--- config.mk ---
export PLATFORM = sky130hd
export DESIGN_NAME = refill_ctrl
export DESIGN_NICKNAME = d
export VERILOG_FILES = /design/src/design/icache_tag_pkg.sv /design/src/design/refill_ctrl.sv
export SDC_FILE = /design/constraint.sdc
export NUM_CORES = 1
export LEC_CHECK = 0
export ABC_AREA = 1
export BUFFER_PORTS_ARGS = -buffer_cell sky130_fd_sc_hd__buf_2
export CAP_MARGIN = 40
export CORE_ASPECT_RATIO = 0.75
export CORE_MARGIN = 8
export CORE_UTILIZATION = 45
export DETAILED_ROUTE_END_ITERATION = 16
export GPL_TIMING_DRIVEN = 0
export HOLD_SLACK_MARGIN = 0.03
export PLACE_DENSITY = 0.82
export REMOVE_ABC_BUFFERS = 1
export SETUP_SLACK_MARGIN = 0.15
export SLEW_MARGIN = 20
export SYNTH_ARGS = -nofsm -noshare
export SYNTH_HDL_FRONTEND = slang
export SYNTH_SLANG_ARGS = --single-unit
--- constraint.sdc ---
create_clock -name clk_i -period 5.45 [get_ports clk_i]
set_clock_uncertainty 0.2 [all_clocks]
set_input_delay 1.09 -clock clk_i [delete_from_list [all_inputs] [get_ports clk_i]]
set_output_delay 1.09 -clock clk_i [all_outputs]
set_load 0.005 [all_outputs]
--- src/design/icache_tag_pkg.sv ---
// fixed geometry of 4 ways, 64 sets of 64-byte lines and 32-bit fetch addresses; valid is one bit
package icache_tag_pkg;

  // address split
  localparam int unsigned ADDR_WIDTH          = 32;
  localparam int unsigned OFFSET_WIDTH        = 6;   // 64-byte lines
  localparam int unsigned BANK_SEL_WIDTH      = 2;   // low bits of the set index
  localparam int unsigned SETS_PER_BANK_WIDTH = 4;   // 16 sets per bank
  localparam int unsigned SET_WIDTH           = SETS_PER_BANK_WIDTH + BANK_SEL_WIDTH;
  localparam int unsigned TAG_WIDTH           = ADDR_WIDTH - SET_WIDTH - OFFSET_WIDTH;

  // array shape
  localparam int unsigned NUM_WAYS      = 4;
  localparam int unsigned WAY_IDX_WIDTH = $clog2(NUM_WAYS);
  localparam int unsigned NUM_BANKS     = 1 << BANK_SEL_WIDTH;

  typedef struct packed {
    logic [TAG_WIDTH-1:0]           tag;
    logic [SETS_PER_BANK_WIDTH-1:0] bank_addr;
    logic [BANK_SEL_WIDTH-1:0]      bank_sel;
    logic [OFFSET_WIDTH-1:0]        offset;
  } fetch_addr_t;

  // one stored tag entry
  typedef struct packed {
    logic [TAG_WIDTH-1:0] tag;
    logic                 valid;
  } tag_entry_t;

  typedef logic [NUM_WAYS-1:0] way_vec_t;

  typedef struct packed {
    fetch_addr_t addr;
  } lookup_req_t;

  // way vectors are one-hot or zero
  typedef struct packed {
    logic     hit_a;
    way_vec_t way_a;
    logic     hit_b;
    way_vec_t way_b;
  } lookup_rsp_t;

  typedef enum logic {
    FILL  = 1'b0,
    FLUSH = 1'b1
  } fill_op_e;

  typedef struct packed {
    fill_op_e    op;
    fetch_addr_t addr;
  } refill_req_t;

  // write port command into the tag array
  typedef struct packed {
    logic                           we;
    way_vec_t                       way_mask;
    logic [SETS_PER_BANK_WIDTH-1:0] bank_addr;
    logic [BANK_SEL_WIDTH-1:0]      bank_sel;
    tag_entry_t                     entry;
  } tag_wr_t;

endpackage

--- src/design/refill_ctrl.sv ---
// one write per request; the victim pointer is global across sets and only FILL advances it
`timescale 1ns/1ps

module refill_ctrl (
  input  logic                        clk_i,
  input  logic                        rst_n_i,

  // four-phase refill handshake
  input  logic                        req_i,
  input  icache_tag_pkg::refill_req_t req_data_i,
  output logic                        ack_o,

  output icache_tag_pkg::tag_wr_t     tag_wr_o
);

  import icache_tag_pkg::*;

  typedef enum logic [1:0] {
    S_IDLE,
    S_WRITE,
    S_ACK
  } state_e;

  state_e                         state_q, state_d;
  logic                           start;
  logic [WAY_IDX_WIDTH-1:0]       victim_q;
  way_vec_t                       mask_q;
  logic [SETS_PER_BANK_WIDTH-1:0] bank_addr_q;
  logic [BANK_SEL_WIDTH-1:0]      bank_sel_q;
  tag_entry_t                     entry_q;

  assign start = (state_q == S_IDLE) && req_i;

  always_comb begin
    state_d = state_q;
    case (state_q)
      S_IDLE:  if (req_i) state_d = S_WRITE;
      S_WRITE: state_d = S_ACK;           // write lands on this edge
      S_ACK:   if (!req_i) state_d = S_IDLE;  // hold ack until req falls
      default: state_d = S_IDLE;
    endcase
  end

  always_ff @(posedge clk_i or negedge rst_n_i) begin
    if (!rst_n_i) begin
      state_q  <= S_IDLE;
      victim_q <= '0;
    end else begin
      state_q <= state_d;
      if (start && req_data_i.op == FILL) begin
        victim_q <= victim_q + 1'b1;  // wraps at NUM_WAYS
      end
    end
  end

  // write command captured with the request
  always_ff @(posedge clk_i) begin
    if (start) begin
      bank_addr_q <= req_data_i.addr.bank_addr;
      bank_sel_q  <= req_data_i.addr.bank_sel;
      if (req_data_i.op == FILL) begin
        mask_q  <= way_vec_t'(1) << victim_q;
        entry_q <= '{tag: req_data_i.addr.tag, valid: 1'b1};
      end else begin
        // flush clears every way of the set
        mask_q  <= '1;
        entry_q <= '{tag: req_data_i.addr.tag, valid: 1'b0};
      end
    end
  end

  assign tag_wr_o = '{
    we:        (state_q == S_WRITE),
    way_mask:  mask_q,
    bank_addr: bank_addr_q,
    bank_sel:  bank_sel_q,
    entry:     entry_q
  };

  assign ack_o = (state_q == S_ACK);

  a_we_single: assert property (
    @(posedge clk_i) disable iff (!rst_n_i)
    tag_wr_o.we |=> !tag_wr_o.we
  ) else $error("tag write enable held longer than one cycle");

endmodule

**Word-level counts from Yosys, hierarchy flattened**

Cells that the tools add are included.

- Input bits: 36
- Flip-flop bits (word level): 35
- Logic and storage cells: 22
- Output and inout port bits: 33

- Reductions and logical operators: 4
- Add/subtract/negate cells: 1
- Equal/unequal tests: 4
- Bitwise gates (word level): 1
- Muxes and demuxes: 4
- Shift operators: 1

Operator list:

| operator | number |
|---|---|
| case mux 2 bit (3 select lines) | 1 |
| 2-to-1 mux 2 bit | 2 |
| inequality test 2 bit (second input constant) | 2 |
| left shift 1 x 2 -> 4 bit (first input constant) | 1 |
| adder 2 x 1 -> 2 bit (second input constant) | 1 |
| equality test 2 x 1 -> 1 bit (second input constant) | 1 |
| equality test 2 bit (second input constant) | 1 |
| logical AND 1 bit | 2 |
| zero test 2 bit | 1 |
| AND reduction 2 bit | 1 |
| 2-to-1 mux 1 bit | 1 |
| NOT 1 bit | 1 |

**Depth between registers and ports, before layout**

- Word-level depth: 3
- Mapped depth: 4
- Depth with buffers taken out: 4

**Worst setup path after synthesis**

OpenSTA, ideal clock, no wires.

- Path kind: in2reg
- From: input req_i
- To: register bank_addr_q[0], enable pin
- Data required time: 4831 ps
- Setup time: 419 ps
- Buffers on the path: 0
- Slack: 2352 ps
- Arrival: 2479 ps
- Stages: 2
- Cells stage by stage: nand2_1 > nor2_1

- Longest elaborated chain between the ends: 1

Ends and longest elaborated chain:

| item | RTL line | RTL |
|---|---|---|
| start, declared | refill_ctrl.sv:9 | `input logic req_i,` |
| logical AND 1 bit | refill_ctrl.sv:32 | `assign start = (state_q == S_IDLE) && req_i;` |
| named net start | refill_ctrl.sv:25 | `logic start;` |
| end signal, assigned | refill_ctrl.sv:59 | `bank_addr_q <= req_data_i.addr.bank_addr;` |
| end, declared | refill_ctrl.sv:28 | `logic [SETS_PER_BANK_WIDTH-1:0] bank_addr_q;` |

The timed path passes the listed nets, and every way through them passes these cells.
A chain may end at the register's enable or synchronous reset.

**Worst setup path in the final report**

- From: register state_q[1]
- To: output ack_o

- Longest elaborated chain between the ends: 1

Ends and longest elaborated chain:

| item | RTL line | RTL |
|---|---|---|
| start, declared | refill_ctrl.sv:24 | `state_e state_q, state_d;` |
| start signal, assigned | refill_ctrl.sv:49 | `state_q <= state_d;` |
| equality test 2 bit | refill_ctrl.sv:80 | `assign ack_o = (state_q == S_ACK);` |
| end, declared | refill_ctrl.sv:11 | `output logic ack_o,` |

No other way between the ends.

==> qor.txt <==
Vias/cell: 4.41
switching power: 0.192 mW
CTS resizes: 0
Reg-to-Reg End: mask_q[2]$_SDFFCE_PP1P_
Avg Cell Area, Syn: 19.1 um^2
Max VDD drop: 0.243 mV
TritonCTS Sinks: 35
clock latency on the worst-skew pair: 0.31 ns
grt met3 use: 0.0462
DRT antenna net count: 0
setup violators final: 0
register area share after synthesis: 0.857
Worst Max-Slew Pin Slew: 0.215 ns
largest net degree at the start of global routing: 32
GR peak layer: met2
internal power: 0.490 mW
Pwr Density: 418 mW/mm^2
Clk pwr share: 0.188
gp weighted congestion: 0.699
Crit Path Category: reg2out
CTS Buf Count: 5
Fmax: 421 MHz
Clock Pin Slew Worst Setup and Hold Paths: 0.09 ns
Yosys Warn Count: 0
largest fanout on the critical path: 5
gr ovfl total: 0
Req. time, crit path: 4.16 ns
Reg power frac: 0.578
CP startpoint kind: flop
hold_buf cts: 0
standard-cell rows: 16
Initial Util: 0.466
worst setup path startpoint: state_q[1]$_DFFE_PN0P_
Post-Place Cells: 160
Min-Delay Path Class: reg2reg
number of global-route vias before repair: 745
final wirelength: 2350 um
antenna violations before repair: 0
pre-CTS WS: 2.87 ns
worst reg2reg path depth: 4
die area: 0.00460 mm^2
CP max-delay cell: dfrtp_1
DR iter-0 viols: 76
final worst path period share: 0.436
area grow syn2layout: 35.7%
Tot Pwr: 0.682 mW
maximum clock path buffer count: 2
Post-Syn Instances: 63
reg-to-reg startpoint: state_q[0]$_DFFE_PN0P_
Logic pwr share: 0.234
Avg WL per Cell: 13.9 um
Rel. slew slack: 0.857
Cell Area, Synth: 0.00120 mm^2
Lkg Pwr: 0.723 nW
routing usage on met2: 0.180
wire length of the first global-routing pass: 3360 um
setup bufs post-CTS: 0
Hold Path Sink: victim_q[1]$_DFFE_PN0P_
number of buffers added on ports: 62
total track usage: 0.102
# DRC: 0
Pre-antenna DRT Iters: 4
Arrival @ worst endpoint: 1.09 ns
flops & latches, synth: 35
ant diodes: 0
met1 global-route usage: 0.0972
core area: 0.00258 mm^2
ratio of cells with drive above 1 in the final layout: 0.579
worst-path cell chain: inv_1 -> nor2_1 -> buf_2
dpl hpwl: 1890 um
NumNets Final: 172
post-synth cell types: 12
R2R setup slack: 3.99 ns
switching part of the total: 0.282
max-cap viol count: 0
RSZ-0062 raised after global routing: false
Final min period: 2.38 ns
Worst Setup End Kind: output port
Slew Viols, Final: 0
CP max stage delay: 0.47 ns
min-delay src: victim_q[1]$_DFFE_PN0P_
Hold Crit Depth: 2
clk root buf: clkbuf_4
Fin. Hold Viols: 0
H-tree depth: 2
Finished Layout Cells: 169
outcome: finished, final reports clean
setup_tns: 0 ns
vias post-DR: 746
die width: 75.7 um
final setup margin: 3.07 ns
CTS tree: done
Die H: 60.8 um
io pins: 69
==> critical path, delay by kind of cell, from the launching register on <==
kind                   cells  cell delay, ns
DFF                        1            0.47
buffers and inverters      2            0.21
and+or+nand+nor            1            0.10
==> layout make-up <==
| cell class | count | area, um^2 |
|---|---|---|
| Tap cell | 36 | 45.0 |
| Fill cell | 193 | 951 |
| Sequential cell | 35 | 1030 |
| Clock inverter | 2 | 12.5 |
| Timing Repair Buffer | 63 | 330 |
| Multi-Input combinational cell | 22 | 153 |
| Inverter | 5 | 18.8 |
| Clock buffer | 6 | 41.3 |
==> cell usage in the layout, fill, tap and decap left out, drive strengths merged <==
master    instances
dfrtp             4
buf              63
inv               5
clkinvlp          1
clkbuf            6
nand4             2
o21bai            1
or2               4
nand3             1
edfxtp           31
nand2             5
ha                4
nor2              5
clkinv            1
==> flip-flops by register name (all words and copies together) (netlist names) <==
| register | count |
|---|---|
| bank_addr_q | 4 |
| bank_sel_q | 2 |
| mask_q | 4 |
| state_q | 2 |
| tag_wr_o | 21 |
| victim_q | 2 |
==> cell usage after synthesis (all sizes together) <==
library cell,number,area share
o21bai,1,0.0062
or2,4,0.021
inv,5,0.016
buf,1,0.0062
ha,4,0.042
nand3,1,0.0083
nand4,2,0.010
dfrtp,4,0.083
nand2,5,0.016
edfxtp,31,0.77
nor2,5,0.018
==> routing by layer <==
metal  wire length (um)  share of wire  up-vias
met5                  0              0        -
met4                 26          0.011        0
met3                321           0.14        5
li1                   -              -      361
met1                868           0.37      338
met2               1140           0.48       42
==> through the flow <==
stage          cell area, um^2  hold slack, ns  utilization
3_5_place_dp              1560           0.321        0.603
2_1_floorplan             1190           0.281            -
4_1_cts                   1610           0.339        0.624
6_report                  1630           0.349        0.632
3_3_place_gp              1550           0.294        0.600
5_1_grt                   1630           0.330        0.632
==> cells by family (layout without fill, tap and decap cells) <==
logic type,Yosys count,in the layout,share of synthesized area
AND/OR/NAND/NOR,17,17,0.0728
adder cells (fa/ha/maj),4,4,0.0416
AO/OA/AOI/OAI,1,1,0.00625
buffers and inverters,6,76,0.0219
flip-flops,35,35,0.857
==> power by group through the flow <==
stage                     clock (mW)  sequential, mW  combinational (mW)
after floorplan                    0           0.407              0.0636
after global placement             0           0.399               0.142
after detailed placement           0           0.402               0.152
after CTS                      0.136           0.396               0.152
after global routing           0.148           0.400               0.179
final                          0.128           0.394               0.159
==> how the worst max path moves through the flow <==
stage                     cells after the start                       end
final                                         3                     ack_o
after global routing                          3                     ack_o
after CTS                                     3                     ack_o
after detailed placement                      3    tag_wr_o[10]$_DFFE_PP_
after global placement                        3    tag_wr_o[18]$_DFFE_PP_
after floorplan                               2  bank_addr_q[0]$_DFFE_PP_
(Power assumes the default switching activity.)
