### src/design/icache_tag_pkg.sv
// fixed geometry of 4 ways, 64 sets of 64-byte lines and 32-bit fetch addresses; valid is one bit
package icache_tag_pkg;

  // address split
  localparam int unsigned ADDR_WIDTH          = 32;
  localparam int unsigned OFFSET_WIDTH        = 6;   // 64-byte lines
  localparam int unsigned BANK_SEL_WIDTH      = 2;   // low bits of the set index
  localparam int unsigned SETS_PER_BANK_WIDTH = 4;   // 16 sets per bank
  localparam int unsigned SET_WIDTH           = SETS_PER_BANK_WIDTH + BANK_SEL_WIDTH;
  localparam int unsigned TAG_WIDTH           = ADDR_WIDTH - SET_WIDTH - OFFSET_WIDTH;

  // array shape
  localparam int unsigned NUM_WAYS      = 4;
  localparam int unsigned WAY_IDX_WIDTH = $clog2(NUM_WAYS);
  localparam int unsigned NUM_BANKS     = 1 << BANK_SEL_WIDTH;

  typedef struct packed {
    logic [TAG_WIDTH-1:0]           tag;
    logic [SETS_PER_BANK_WIDTH-1:0] bank_addr;
    logic [BANK_SEL_WIDTH-1:0]      bank_sel;
    logic [OFFSET_WIDTH-1:0]        offset;
  } fetch_addr_t;

  // one stored tag entry
  typedef struct packed {
    logic [TAG_WIDTH-1:0] tag;
    logic                 valid;
  } tag_entry_t;

  typedef logic [NUM_WAYS-1:0] way_vec_t;

  typedef struct packed {
    fetch_addr_t addr;
  } lookup_req_t;

  // way vectors are one-hot or zero
  typedef struct packed {
    logic     hit_a;
    way_vec_t way_a;
    logic     hit_b;
    way_vec_t way_b;
  } lookup_rsp_t;

  typedef enum logic {
    FILL  = 1'b0,
    FLUSH = 1'b1
  } fill_op_e;

  typedef struct packed {
    fill_op_e    op;
    fetch_addr_t addr;
  } refill_req_t;

  // write port command into the tag array
  typedef struct packed {
    logic                           we;
    way_vec_t                       way_mask;
    logic [SETS_PER_BANK_WIDTH-1:0] bank_addr;
    logic [BANK_SEL_WIDTH-1:0]      bank_sel;
    tag_entry_t                     entry;
  } tag_wr_t;

endpackage

### src/design/tag_lookup.sv
// requester must hold req and the address until ack; line B after the last set wraps with tag + 1
`timescale 1ns/1ps

module tag_lookup (
  input  logic                                              clk_i,
  input  logic                                              rst_n_i,

  // four-phase lookup handshake
  input  logic                                              req_i,
  input  icache_tag_pkg::lookup_req_t                       req_data_i,
  output logic                                              ack_o,
  output icache_tag_pkg::lookup_rsp_t                       rsp_o,

  // read addresses into the tag array
  output logic [icache_tag_pkg::SETS_PER_BANK_WIDTH-1:0]    bank_addr_ra_o,
  output logic [icache_tag_pkg::BANK_SEL_WIDTH-1:0]         bank_sel_ra_o,
  output logic [icache_tag_pkg::SETS_PER_BANK_WIDTH-1:0]    bank_addr_rb_o,
  output logic [icache_tag_pkg::BANK_SEL_WIDTH-1:0]         bank_sel_rb_o,

  // tags read back one cycle later
  input  icache_tag_pkg::tag_entry_t [icache_tag_pkg::NUM_WAYS-1:0] rdata_a_i,
  input  icache_tag_pkg::tag_entry_t [icache_tag_pkg::NUM_WAYS-1:0] rdata_b_i
);

  import icache_tag_pkg::*;

  localparam int unsigned LINE_WIDTH = TAG_WIDTH + SET_WIDTH;

  typedef enum logic [1:0] {
    S_IDLE,
    S_READ,
    S_COMPARE,
    S_ACK
  } state_e;

  state_e                state_q, state_d;
  logic [LINE_WIDTH-1:0] line_a;
  logic [LINE_WIDTH-1:0] line_b;
  fetch_addr_t           addr_a_q;
  fetch_addr_t           addr_b_q;
  way_vec_t              match_a;
  way_vec_t              match_b;
  lookup_rsp_t           rsp_q;

  // line number plus one carries into the tag
  assign line_a = {req_data_i.addr.tag, req_data_i.addr.bank_addr, req_data_i.addr.bank_sel};
  assign line_b = line_a + 1'b1;

  always_comb begin
    state_d = state_q;
    case (state_q)
      S_IDLE:    if (req_i) state_d = S_READ;
      S_READ:    state_d = S_COMPARE;  // sram read in flight
      S_COMPARE: state_d = S_ACK;
      S_ACK:     if (!req_i) state_d = S_IDLE;
      default:   state_d = S_IDLE;
    endcase
  end

  always_ff @(posedge clk_i or negedge rst_n_i) begin
    if (!rst_n_i) begin
      state_q <= S_IDLE;
    end else begin
      state_q <= state_d;
    end
  end

  // both addresses held until the compare is done
  always_ff @(posedge clk_i) begin
    if (state_q == S_IDLE && req_i) begin
      addr_a_q <= req_data_i.addr;
      addr_b_q <= {line_b, {OFFSET_WIDTH{1'b0}}};
    end
  end

  assign bank_addr_ra_o = addr_a_q.bank_addr;
  assign bank_sel_ra_o  = addr_a_q.bank_sel;
  assign bank_addr_rb_o = addr_b_q.bank_addr;
  assign bank_sel_rb_o  = addr_b_q.bank_sel;

  always_comb begin
    for (int w = 0; w < NUM_WAYS; w++) begin
      match_a[w] = rdata_a_i[w].valid && (rdata_a_i[w].tag == addr_a_q.tag);
      match_b[w] = rdata_b_i[w].valid && (rdata_b_i[w].tag == addr_b_q.tag);
    end
  end

  always_ff @(posedge clk_i) begin
    if (state_q == S_COMPARE) begin
      rsp_q <= '{hit_a: |match_a, way_a: match_a, hit_b: |match_b, way_b: match_b};
    end
  end

  assign ack_o = (state_q == S_ACK);
  assign rsp_o = rsp_q;

  // a set never holds the same valid tag twice
  a_way_onehot: assert property (
    @(posedge clk_i) disable iff (!rst_n_i)
    ack_o |-> ($onehot0(rsp_q.way_a) && $onehot0(rsp_q.way_b))
  ) else $error("lookup hit in more than one way");

  a_ack_needs_req: assert property (
    @(posedge clk_i) disable iff (!rst_n_i)
    $rose(ack_o) |-> req_i
  ) else $error("lookup ack raised without req");

endmodule

### config.mk
export PLATFORM = sky130hd
export DESIGN_NAME = tag_lookup
export DESIGN_NICKNAME = d
export VERILOG_FILES = /design/src/design/icache_tag_pkg.sv /design/src/design/tag_lookup.sv
export SDC_FILE = /design/constraint.sdc
export NUM_CORES = 1
export LEC_CHECK = 0
export BUFFER_PORTS_ARGS = -buffer_cell sky130_fd_sc_hd__buf_4
export CORE_MARGIN = 2
export CORE_UTILIZATION = 30
export CTS_BUF_LIST = sky130_fd_sc_hd__clkbuf_4
export DETAILED_ROUTE_END_ITERATION = 7
export GPL_ROUTABILITY_DRIVEN = 0
export PLACE_DENSITY = 0.62
export SLEW_MARGIN = 30
export SYNTH_ARGS = -nofsm -noshare
export SYNTH_HDL_FRONTEND = slang
export SYNTH_SLANG_ARGS = --single-unit
### constraint.sdc
create_clock -name clk_i -period 3.53 [get_ports clk_i]
set_clock_uncertainty 0.2 [all_clocks]
set_input_delay 0.353 -clock clk_i [delete_from_list [all_inputs] [get_ports clk_i]]
set_output_delay 0.353 -clock clk_i [all_outputs]
set_load 0.01 [all_outputs]
; ---- Word level (Yosys, flattened, before mapping)
; Cells that the tools add are included.
[classes]
addsub = 1
n_eq_ne = 13
mux = 3
n_reduce_logical = 13
[op_table]
columns = cell, n
row1 = equality test 20 bit, 8
row2 = adder 26 x 1 -> 26 bit (second input constant), 1
row3 = logical AND 1 bit, 9
row4 = one-hot mux 2 bit (4 select lines), 1
row5 = OR reduction 4 bit, 2
row6 = equality test 2 bit (second input constant), 2
row7 = 2-to-1 mux 2 bit, 2
row8 = inequality test 2 bit (second input constant), 2
row9 = equality test 2 x 1 -> 1 bit (second input constant), 1
row10 = logical NOT 2 bit, 1
row11 = AND reduction 2 bit, 1
[totals]
ff_bits = 64
out_inout_bits = 23
elab_cells = 41

; ---- Depth between registers and ports, before layout
; Gate-level depths: netlist (run 1).
[logic_depth]
ltp_word = 3
mapped_depth = 5
ltp_nobuf = 5

; ---- Worst setup path before layout (run 1)
; OpenSTA, ideal clock, no wires.
[synth_path]
path_kind = register to register
start = reg state_q[0]
end = reg addr_a_q[12] (netlist name), enable pin
t_arrival_ns = 1.871
required_ns = 2.915
setup_slack_ns = 1.044
path_stages_with_launch = 4
cell_sequence = dfrtp_1 -> inv_1 -> ha_1 -> and2_1
[synth_between]
elab_chain_len = 2
[synth_rtl]
columns = element, line
row1 = from (decl), tag_lookup.sv:36  ; state_e state_q, state_d;
row2 = from (signal assigned), tag_lookup.sv:64  ; state_q <= state_d;
row3 = logical NOT 2 bit, tag_lookup.sv:70  ; if (state_q == S_IDLE && req_i) begin
row4 = logical AND 1 bit, tag_lookup.sv:70
row5 = to (signal assigned), tag_lookup.sv:71  ; addr_a_q <= req_data_i.addr;
row6 = to (decl), tag_lookup.sv:39  ; fetch_addr_t addr_a_q;
; Every way passes these cells.
; A chain may end at the register's enable or synchronous reset.

; ---- Worst setup path after layout (run 1)
[layout_path]
start = in req_data_i[6] (netlist name)
end = reg addr_b_q[24] (netlist name) (data pin)
[layout_between]
elab_chain_len = 1
[layout_rtl]
columns = element, line
row1 = from (decl), tag_lookup.sv:10  ; input icache_tag_pkg::lookup_req_t req_data_i,
row2 = adder 26 x 1 -> 26 bit, tag_lookup.sv:47  ; assign line_b = line_a + 1'b1;
row3 = net line_b[18], tag_lookup.sv:38  ; logic [LINE_WIDTH-1:0] line_b;
row4 = to (signal assigned), tag_lookup.sv:72  ; addr_b_q <= {line_b, {OFFSET_WIDTH{1'b0}}};
row5 = to (decl), tag_lookup.sv:40  ; fetch_addr_t addr_b_q;
; The timed path passes the listed nets, and every way through them passes these cells.

==> results of run 1 <==
==> worst max-delay path, delay by kind of cell <==
family	cells	cell delay [ps]
buffers and inverters	2	680
adders and majority gates	1	300
and+or+nand+nor	3	670
xor gates and xnor gates	1	150
==> timing repair <==
action	4_1_cts	5_1_grt
hold buffers	27	0
gates resized for setup	0	0
endpoints found under the hold margin	28	0
==> sequential cells by signal, summed over array words and instances, names as in the netlist <==
name	flops
addr_a_q	20
addr_b_q	20
bank_addr_ra_o	4
bank_addr_rb_o	4
bank_sel_ra_o	2
bank_sel_rb_o	2
rsp_o	10
state_q	2
==> layout make-up <==
type / count / area [um^2] / share of cell area [%]
Sequential cell: 64 / 1910 / 29.0
Tap cell: 184 / 230 / 3.49
Inverter: 5 / 18.8 / 0.285
Timing Repair Buffer: 247 / 1920 / 29.2
Clock buffer: 9 / 67.6 / 1.03
Multi-Input combinational cell: 289 / 2360 / 35.9
Clock inverter: 5 / 73.8 / 1.12
==> through the flow <==
| stage | area [um^2] | std cells | hold slack (ps) |
|---|---|---|---|
| final | 6590 | 803 | 70.6 |
| after global routing | 6590 | 803 | 35.4 |
| after CTS | 6590 | 803 | 29.2 |
| after detailed placement | 6180 | 762 | -63.2 |
| after global placement | 6180 | 762 | -63.8 |
| after floorplan | 4400 | 374 | -143 |
==> logic make-up (layout without fill, tap and decap cells) <==
group                    Yosys count  after routing  synth area share (%)
AO/OA/AOI/OAI                      3              3                 0.341
XOR/XNOR                         184            184                  36.6
adder cells (fa/ha/maj)            5              5                  1.42
buffers and inverters             21            266                  2.93
flip-flops                        64             64                  43.4
multiplexers                       1              1                 0.227
AND/OR/NAND/NOR                   96             96                  15.1
==> worst max-delay path by stage <==
stage	start	end	depth (start not counted)
floorplan	state_q[0]	addr_a_q[12]	3
global placement	state_q[0]	bank_addr_ra_o[2]	4
detailed placement	state_q[0]	bank_addr_ra_o[0]	4
CTS	state_q[0]	addr_b_q[23]	4
global route	state_q[0]	bank_sel_rb_o[0]	4
finish	req_data_i[6]	addr_b_q[24]	7
==> power by group through the flow <==
stage | clock [mW] | combinational (mW) | sequential [mW]
finish | 0.519 | 0.871 | 1.22
global route | 0.575 | 0.953 | 1.25
CTS | 0.542 | 0.878 | 1.23
detailed placement | 0 | 0.849 | 1.25
global placement | 0 | 0.826 | 1.24
floorplan | 0 | 0.506 | 1.18
==> per-layer routing <==
metal	routed length [um]	track usage (%)
met5	0	0
met4	236	4.12
met3	909	4.96
met2	7390	33.2
met1	5750	22.1
==> layout by cell type, fill, tap and decap left out, types with 4 or more instances in the layout <==
master and count:
nand3_1 18, xor2_1 69, nor4_2 9, clkbuf_4 9, nand2_1 8, dlygate4sd3_1 27, nor4_1 16, ha_1 5
xnor2_1 115, edfxtp_1 62, buf_4 220, nor2_1 4, nand4_1 28, inv_1 5
==> impl_metrics.json, run 1 <==
{
  "cts_tree": "done",
  "drtIter0Drc": 131,
  "final_core_util_pct": 45.7,
  "synthFlopType": "edfxtp_1",
  "numCtsBuffers": 9,
  "endpoint_kind": "flop",
  "clk_latency_ps": 400,
  "firstDrtPassIters": 4,
  "min_path_type": "in2async",
  "avgSynthCellArea_um2": 11.8,
  "ys_types": 25,
  "worst-setup-path-type": "in2reg",
  "leakage_nw": 2.58,
  "finalHoldViolations": 0,
  "syn2layout_area_growth_pct": 49.6,
  "yosysSeqAreaShare_pct": 43.4,
  "grt_max_degree": 33,
  "synth_top_cell_area_share_pct": 42.3,
  "synth-seq-cells": 64,
  "hpwlAfterDp_um": 12000,
  "maxCapViolCount": 0,
  "max_stage_delay_ps": 530,
  "peakVddDrop_mv": 0.258,
  "setup_violations": 0,
  "antenna_left": 0,
  "vias": 3692,
  "io_buffers": 219,
  "reg2regPathDepth": 4,
  "yosysMostFrequentCell": "xnor2_1",
  "die_w_um": 125,
  "comb_power_share_pct": 33.3,
  "crit_arrival_ps": 2150,
  "ioPinCount": 226,
  "start_kind": "input port",
  "wirelength_um": 14300,
  "via_per_inst": 4.60,
  "finalMaxSlewViolations": 0,
  "synth_enable_flop_cells": 62,
  "fin_ws_ps": 1330,
  "status": "complete, no violations",
  "antenna_found_initial": 0,
  "die_y_um": 125,
  "fillCellCount": 1378,
  "cp_max_fo": 6,
  "p_switching_uw": 825,
  "regToRegEndpoint": "addr_b_q[23]",
  "grt_pass1_vias": 4093,
  "fin_crit_sh_pct": 62.3,
  "cpMaxStageDelayCell": "dlygate4sd3_1",
  "slew_headroom_pct": 67.7,
  "worstPathRequired_ps": 3490,
  "netSwitchingFraction_pct": 31.6,
  "synth_area_um2": 4400,
  "die-area_um2": 15700,
  "grt_pass1_wl_um": 22200,
  "dp_slack_ps": 1330,
  "overflow": 0,
  "cts_max_path_buffers": 2,
  "n_antenna_cell": 0,
  "max_freq_ghz": 0.455,
  "finalSetupTns_ps": 0,
  "start_util_pct": 30.5,
  "clk_pin_slew_ps": 90,
  "core-area_um2": 14400,
  "synthCells": 374,
  "yosys_warnings": 0,
  "drive_above_1_share_pct": 40.2,
  "fin_nets": 824,
  "synth_top_area_cell": "edfxtp_1",
  "drc_errors": 0,
  "power_frac_clock_pct": 19.9,
  "power_frac_seq_pct": 46.8,
  "p_int_mw": 1.79,
  "grt_usage_pct": 18.5,
  "rsz0062_at_grt": "false",
  "cts.sinks": 64,
  "synth_common_cells": "115 x xnor2_1, 69 x xor2_1, 62 x edfxtp_1",
  "synthTopCellsByArea": "edfxtp_1 42%, xnor2_1 23%, xor2_1 14%",
  "cts_max_level": 3,
  "wl_per_cell_um": 17.8,
  "fin_crit_ps": 2200,
  "cts-root-buf": "clkbuf_4",
  "tightest_slew_ps": 485,
  "cts_setup_buffers": 0,
  "synthArstFlopShare_pct": 3.13,
  "placementRows": 44,
  "worstPathCellList": "dlygate4sd3_1 -> buf_4 -> ha_1 -> nand3_1 -> nor3_2 -> nand4_1 -> xnor2_1",
  "p_total_mw": 2.61,
  "synth.net_count": 582,
  "reg2reg_from": "state_q[0]",
  "r2r_slack_ps": 1360,
  "powerDensity_nw_per_um2": 397
}
Power figures use the tool's default switching activity.
==> run 2, diff against run 1 <==
==> constraint.sdc (replaced) <==
create_clock -name clk_i -period 2.3 [get_ports clk_i]
set_clock_uncertainty 0.2 [all_clocks]
set_input_delay 0.23 -clock clk_i [delete_from_list [all_inputs] [get_ports clk_i]]
set_output_delay 0.23 -clock clk_i [all_outputs]
set_load 0.01 [all_outputs]
==> run 2 against run 1 <==
Effect of this change:
- via count rose by 1.5%
- clock-buffer cell count did not move
- final area rose by 2.0%
- register-to-register slack got worse by 1200 ps
- power rose by 51%
- non-clock buffer count rose by 16
- sequential cell count did not move
- utilization rose by 0.92 points
- final cell count rose by 2.1%
- hold slack got worse by 24 ps
- routed wire length rose by 2.3%
- setup slack got worse by 1100 ps
- highest routed layer unchanged
==> impl_metrics.json, run 2 (synthesis results as in run 1) <==
{
  "leakage_nw": 2.64,
  "vias": 3748,
  "grt_usage_pct": 18.7,
  "p_switching_mw": 1.27,
  "wirelength_um": 14600,
  "drc_errors": 0,
  "numCtsBuffers": 9,
  "cts_max_path_buffers": 2,
  "comb_power_share_pct": 35.9,
  "grt_pass1_vias": 4200,
  "tightest_slew_ps": 474,
  "hold_buffers": 33,
  "cts_tree": "done",
  "peakVddDrop_mv": 0.402,
  "worstPathRequired_ps": 2370,
  "netSwitchingFraction_pct": 32.2,
  "die_y_um": 125,
  "endpoint_kind": "flop",
  "die-area_um2": 15700,
  "crit_arrival_ps": 2170,
  "core-area_um2": 14400,
  "placementRows": 44,
  "power_frac_clock_pct": 17.2,
  "cts_setup_buffers": 0,
  "clk_pin_slew_ps": 90,
  "ioPinCount": 226,
  "via_per_inst": 4.57,
  "max_freq_ghz": 0.476,
  "fin_crit_ps": 2100,
  "status": "complete, no violations",
  "clk_latency_ps": 410,
  "cts-root-buf": "clkbuf_4",
  "overflow": 0,
  "drive_above_1_share_pct": 40.1,
  "grt_pass1_wl_um": 22400,
  "min_path_type": "in2reg",
  "finalHoldViolations": 0,
  "cp_max_fo": 4,
  "ctsResizeCount": 0,
  "antenna_found_initial": 0,
  "drtIter0Drc": 140,
  "fin_crit_sh_pct": 91.3,
  "fin_nets": 840,
  "power_frac_seq_pct": 46.9,
  "hpwlAfterDp_um": 12200,
  "maxCapViolCount": 0,
  "mostFrequentLayoutCells": "226 x buf_4, 115 x xnor2_1, 69 x xor2_1",
  "r2r_slack_ps": 200,
  "setup_violations": 0,
  "powerDensity_nw_per_um2": 589,
  "n_antenna_cell": 0,
  "firstDrtPassIters": 4,
  "finalMaxSlewViolations": 0,
  "io_buffers": 219,
  "fin_ws_ps": 200,
  "die_w_um": 125,
  "wl_per_cell_um": 17.8,
  "start_util_pct": 30.5,
  "worst-setup-path-type": "reg2reg",
  "rsz0062_at_grt": "false",
  "cts.sinks": 64,
  "slew_headroom_pct": 68.1,
  "grt_max_degree": 40,
  "whs_path_depth": 4,
  "start_kind": "flop",
  "p_int_mw": 2.68,
  "syn2layout_area_growth_pct": 52.6,
  "reg2regPathDepth": 5,
  "antenna_left": 0,
  "cts_max_level": 3,
  "final_common_cell": "buf_4",
  "finalSetupTns_ps": 0,
  "dp_slack_ps": 214
}
==> run 2: cell types whose count changed in the layout (fill, tap and decap cells not counted) <==
cell	before	now
clkinv_1	1	3
bufinv_16	2	1
buf_4	220	226
buf_12	0	1
dlygate4sd3_1	27	36
==> run 2: metrics by stage <==
step           util (%)  cells  power [mW]  cell area (um^2)  hold slack, ps
2_1_floorplan         -    374        2.58              4400            -266
3_3_place_gp       43.3    769        3.22              6240            -187
3_5_place_dp       43.3    769        3.26              6240            -185
4_1_cts            46.4    817        4.00              6690         0.00738
5_1_grt            46.6    820        4.21              6720            10.3
6_report           46.6    820        3.96              6720            47.1
==> run 2: worst paths after layout <==
kind                               start          to
hold / removal             rdata_b_i[11]    rsp_o[0]
setup reg to reg            addr_a_q[20]    rsp_o[9]
min in group asynchronous        rst_n_i  state_q[0]
hold reg to reg               state_q[0]  state_q[0]
max in group asynchronous        rst_n_i  state_q[1]
setup / recovery            addr_a_q[20]    rsp_o[9]
==> run 2: power groups by stage <==
stage          Combinational [mW]  Sequential [mW]  Clock [mW]
2_1_floorplan               0.778             1.81           0
3_3_place_gp                 1.34             1.88           0
3_5_place_dp                 1.38             1.89           0
4_1_cts                      1.43             1.86       0.714
5_1_grt                      1.56             1.89       0.767
6_report                     1.42             1.86       0.681
==> run 2: metal layers <==
metal,vias to the layer above,global-route usage (%),part of all wire (%)
met2,113,32.9,51
met1,1770,22.4,42
met4,0,5.36,1.9
li1,1841,-,-
met3,24,5.35,4.9
met5,-,0,0
==> run 2: final cells by class <==
cell class | instances | area, um^2
Timing Repair Buffer | 263 | 2080
Multi-Input combinational cell | 289 | 2360
Fill cell | 1369 | 7700
Inverter | 5 | 18.8
Clock inverter | 6 | 51.3
Sequential cell | 64 | 1910
Clock buffer | 9 | 67.6
Tap cell | 184 | 230
==> run 2: worst max-delay path, stage by stage (launching register included) <==
cell and delay, ps:
edfxtp_1 500, xor2_1 200, nor4_1 460, nand4_1 180, nor4_2 280, or4_1 160
==> run 3, diff against run 2 <==
--- a/config.mk
+++ b/config.mk
@@ -11,6 +11,7 @@
 export CTS_BUF_LIST = sky130_fd_sc_hd__clkbuf_4
 export DETAILED_ROUTE_END_ITERATION = 7
 export GPL_ROUTABILITY_DRIVEN = 0
+export MAX_ROUTING_LAYER = met4
 export PLACE_DENSITY = 0.62
 export SLEW_MARGIN = 30
 export SYNTH_ARGS = -nofsm -noshare
==> run 3 against run 2 <==
Effect of this change:
- die area did not move
- register-to-register slack barely moved
- maximum frequency fell by 0.43%
- clock power barely moved
- routed wire length rose by 0.14%
- critical path type unchanged
- critical endpoint unchanged
- largest cell class unchanged
==> impl_metrics.json, run 3 (synthesis results as in run 1) <==
{
  "status": "complete, no violations",
  "cts-root-buf": "clkbuf_4",
  "numCtsBuffers": 9,
  "clk_pin_slew_ps": 100,
  "placementRows": 44,
  "worst-setup-path-type": "reg2reg",
  "max_freq_ghz": 0.474,
  "leakage_nw": 2.64,
  "ioPinCount": 226,
  "cp_max_fo": 4,
  "fin_nets": 840,
  "worstPathCellList": "xor2_1 -> nor4_1 -> nand4_1 -> nor4_2 -> or4_1",
  "firstDrtPassIters": 4,
  "fin_area_um2": 6720,
  "p_switching_mw": 1.28,
  "start_kind": "flop",
  "cts_max_level": 3,
  "crit_arrival_ps": 2190,
  "drive_above_1_share_pct": 40.1,
  "grt_pass1_vias": 4201,
  "syn2layout_area_growth_pct": 52.6,
  "n_antenna_cell": 0,
  "tightest_slew_ps": 480,
  "endpoint_kind": "flop",
  "final_common_cell": "buf_4",
  "powerDensity_nw_per_um2": 589,
  "netSwitchingFraction_pct": 32.3,
  "die-area_um2": 15700,
  "overflow": 0,
  "hp-start": "rdata_b_i[11]",
  "clk_latency_ps": 420,
  "cpMaxStageDelayCell": "edfxtp_1",
  "via_per_inst": 4.61,
  "finalHoldViolations": 0,
  "worstPathRequired_ps": 2380,
  "min_path_type": "in2reg",
  "place_area_um2": 6240,
  "maxCapViolCount": 0,
  "regToRegEndpoint": "rsp_o[9]",
  "hold_end": "rsp_o[0]",
  "setup_violations": 0,
  "whs_path_depth": 4,
  "reg2reg_from": "addr_a_q[27]",
  "die_w_um": 125,
  "cts_setup_buffers": 0,
  "wl_per_cell_um": 17.8,
  "vias": 3777,
  "slew_headroom_pct": 67.7,
  "rsz0062_at_grt": "false",
  "fin_crit_ps": 2110,
  "core-area_um2": 14400,
  "drc_errors": 0,
  "r2r_slack_ps": 190,
  "io_buffers": 219,
  "die_y_um": 125,
  "p_int_mw": 2.68,
  "grt_max_degree": 40,
  "grt_usage_pct": 19.3,
  "finalSetupTns_ps": 0,
  "hpwlAfterDp_um": 12200,
  "drtIter0Drc": 162,
  "cts.sinks": 64,
  "antenna_left": 0,
  "finalMaxSlewViolations": 0,
  "mostFrequentLayoutCells": "226 x buf_4, 115 x xnor2_1, 69 x xor2_1",
  "cts_tree": "done",
  "fin_crit_sh_pct": 91.7,
  "power_frac_seq_pct": 46.8,
  "reg2regPathDepth": 5,
  "peakVddDrop_mv": 0.402,
  "wirelength_um": 14600,
  "antenna_found_initial": 0,
  "start_util_pct": 30.5,
  "power_frac_clock_pct": 17.3,
  "comb_power_share_pct": 35.9,
  "grt_pass1_wl_um": 22400,
  "cts_max_path_buffers": 2,
  "max_stage_delay_ps": 510
}
[run 3: power by group through the flow]
stage                     clock (mW)  sequential [mW]  combinational (mW)
after floorplan                    0             1.81               0.778
after global placement             0             1.88                1.34
after detailed placement           0             1.89                1.38
after CTS                      0.714             1.86                1.43
after global routing           0.769             1.89                1.55
final                          0.684             1.85                1.42
[run 3: through the flow]
step	std cells	power, mW	worst slack, ps	hold WS (ps)	util (%)
2_1_floorplan	374	2.58	375	-266	-
3_3_place_gp	769	3.22	243	-187	43.3
3_5_place_dp	769	3.26	214	-185	43.3
4_1_cts	817	4.00	184	0.00738	46.4
5_1_grt	820	4.21	16.8	10.4	46.6
6_report	820	3.96	191	40.6	46.6
[run 3: how the worst max path moves through the flow]
stage	start	slack (ps)	end
finish	addr_a_q[27]	190	rsp_o[9]
global route	addr_a_q[27]	20	rsp_o[9]
detailed placement	addr_a_q[27]	210	rsp_o[9]
floorplan	state_q[0]	380	addr_a_q[12]
global placement	addr_a_q[27]	240	rsp_o[9]
CTS	addr_a_q[27]	180	rsp_o[9]
[run 3: what timing repair did]
item,CTS,global route
hold buffers,33,3
resized for setup,0,0
hold endpoints to repair,59,3
[run 3: final cells by class]
type                            count  area [um^2]
Clock buffer                        9         67.6
Multi-Input combinational cell    289         2360
Sequential cell                    64         1910
Inverter                            5         18.8
Clock inverter                      6         51.3
Timing Repair Buffer              263         2080
Fill cell                        1369         7700
Tap cell                          184          230
[run 3: critical path, delay by kind of cell, from the launching register on]
kind,cells,cell delay (ps)
XOR/XNOR,1,210
flip-flops,1,510
AND/OR/NAND/NOR,4,1050
[run 3: layer usage]
layer | share of wire (%) | track usage, %
met4 | 2.0 | 5.56
met2 | 51 | 32.8
met1 | 42 | 23.0
met3 | 4.7 | 4.41
met5 | 0 | -
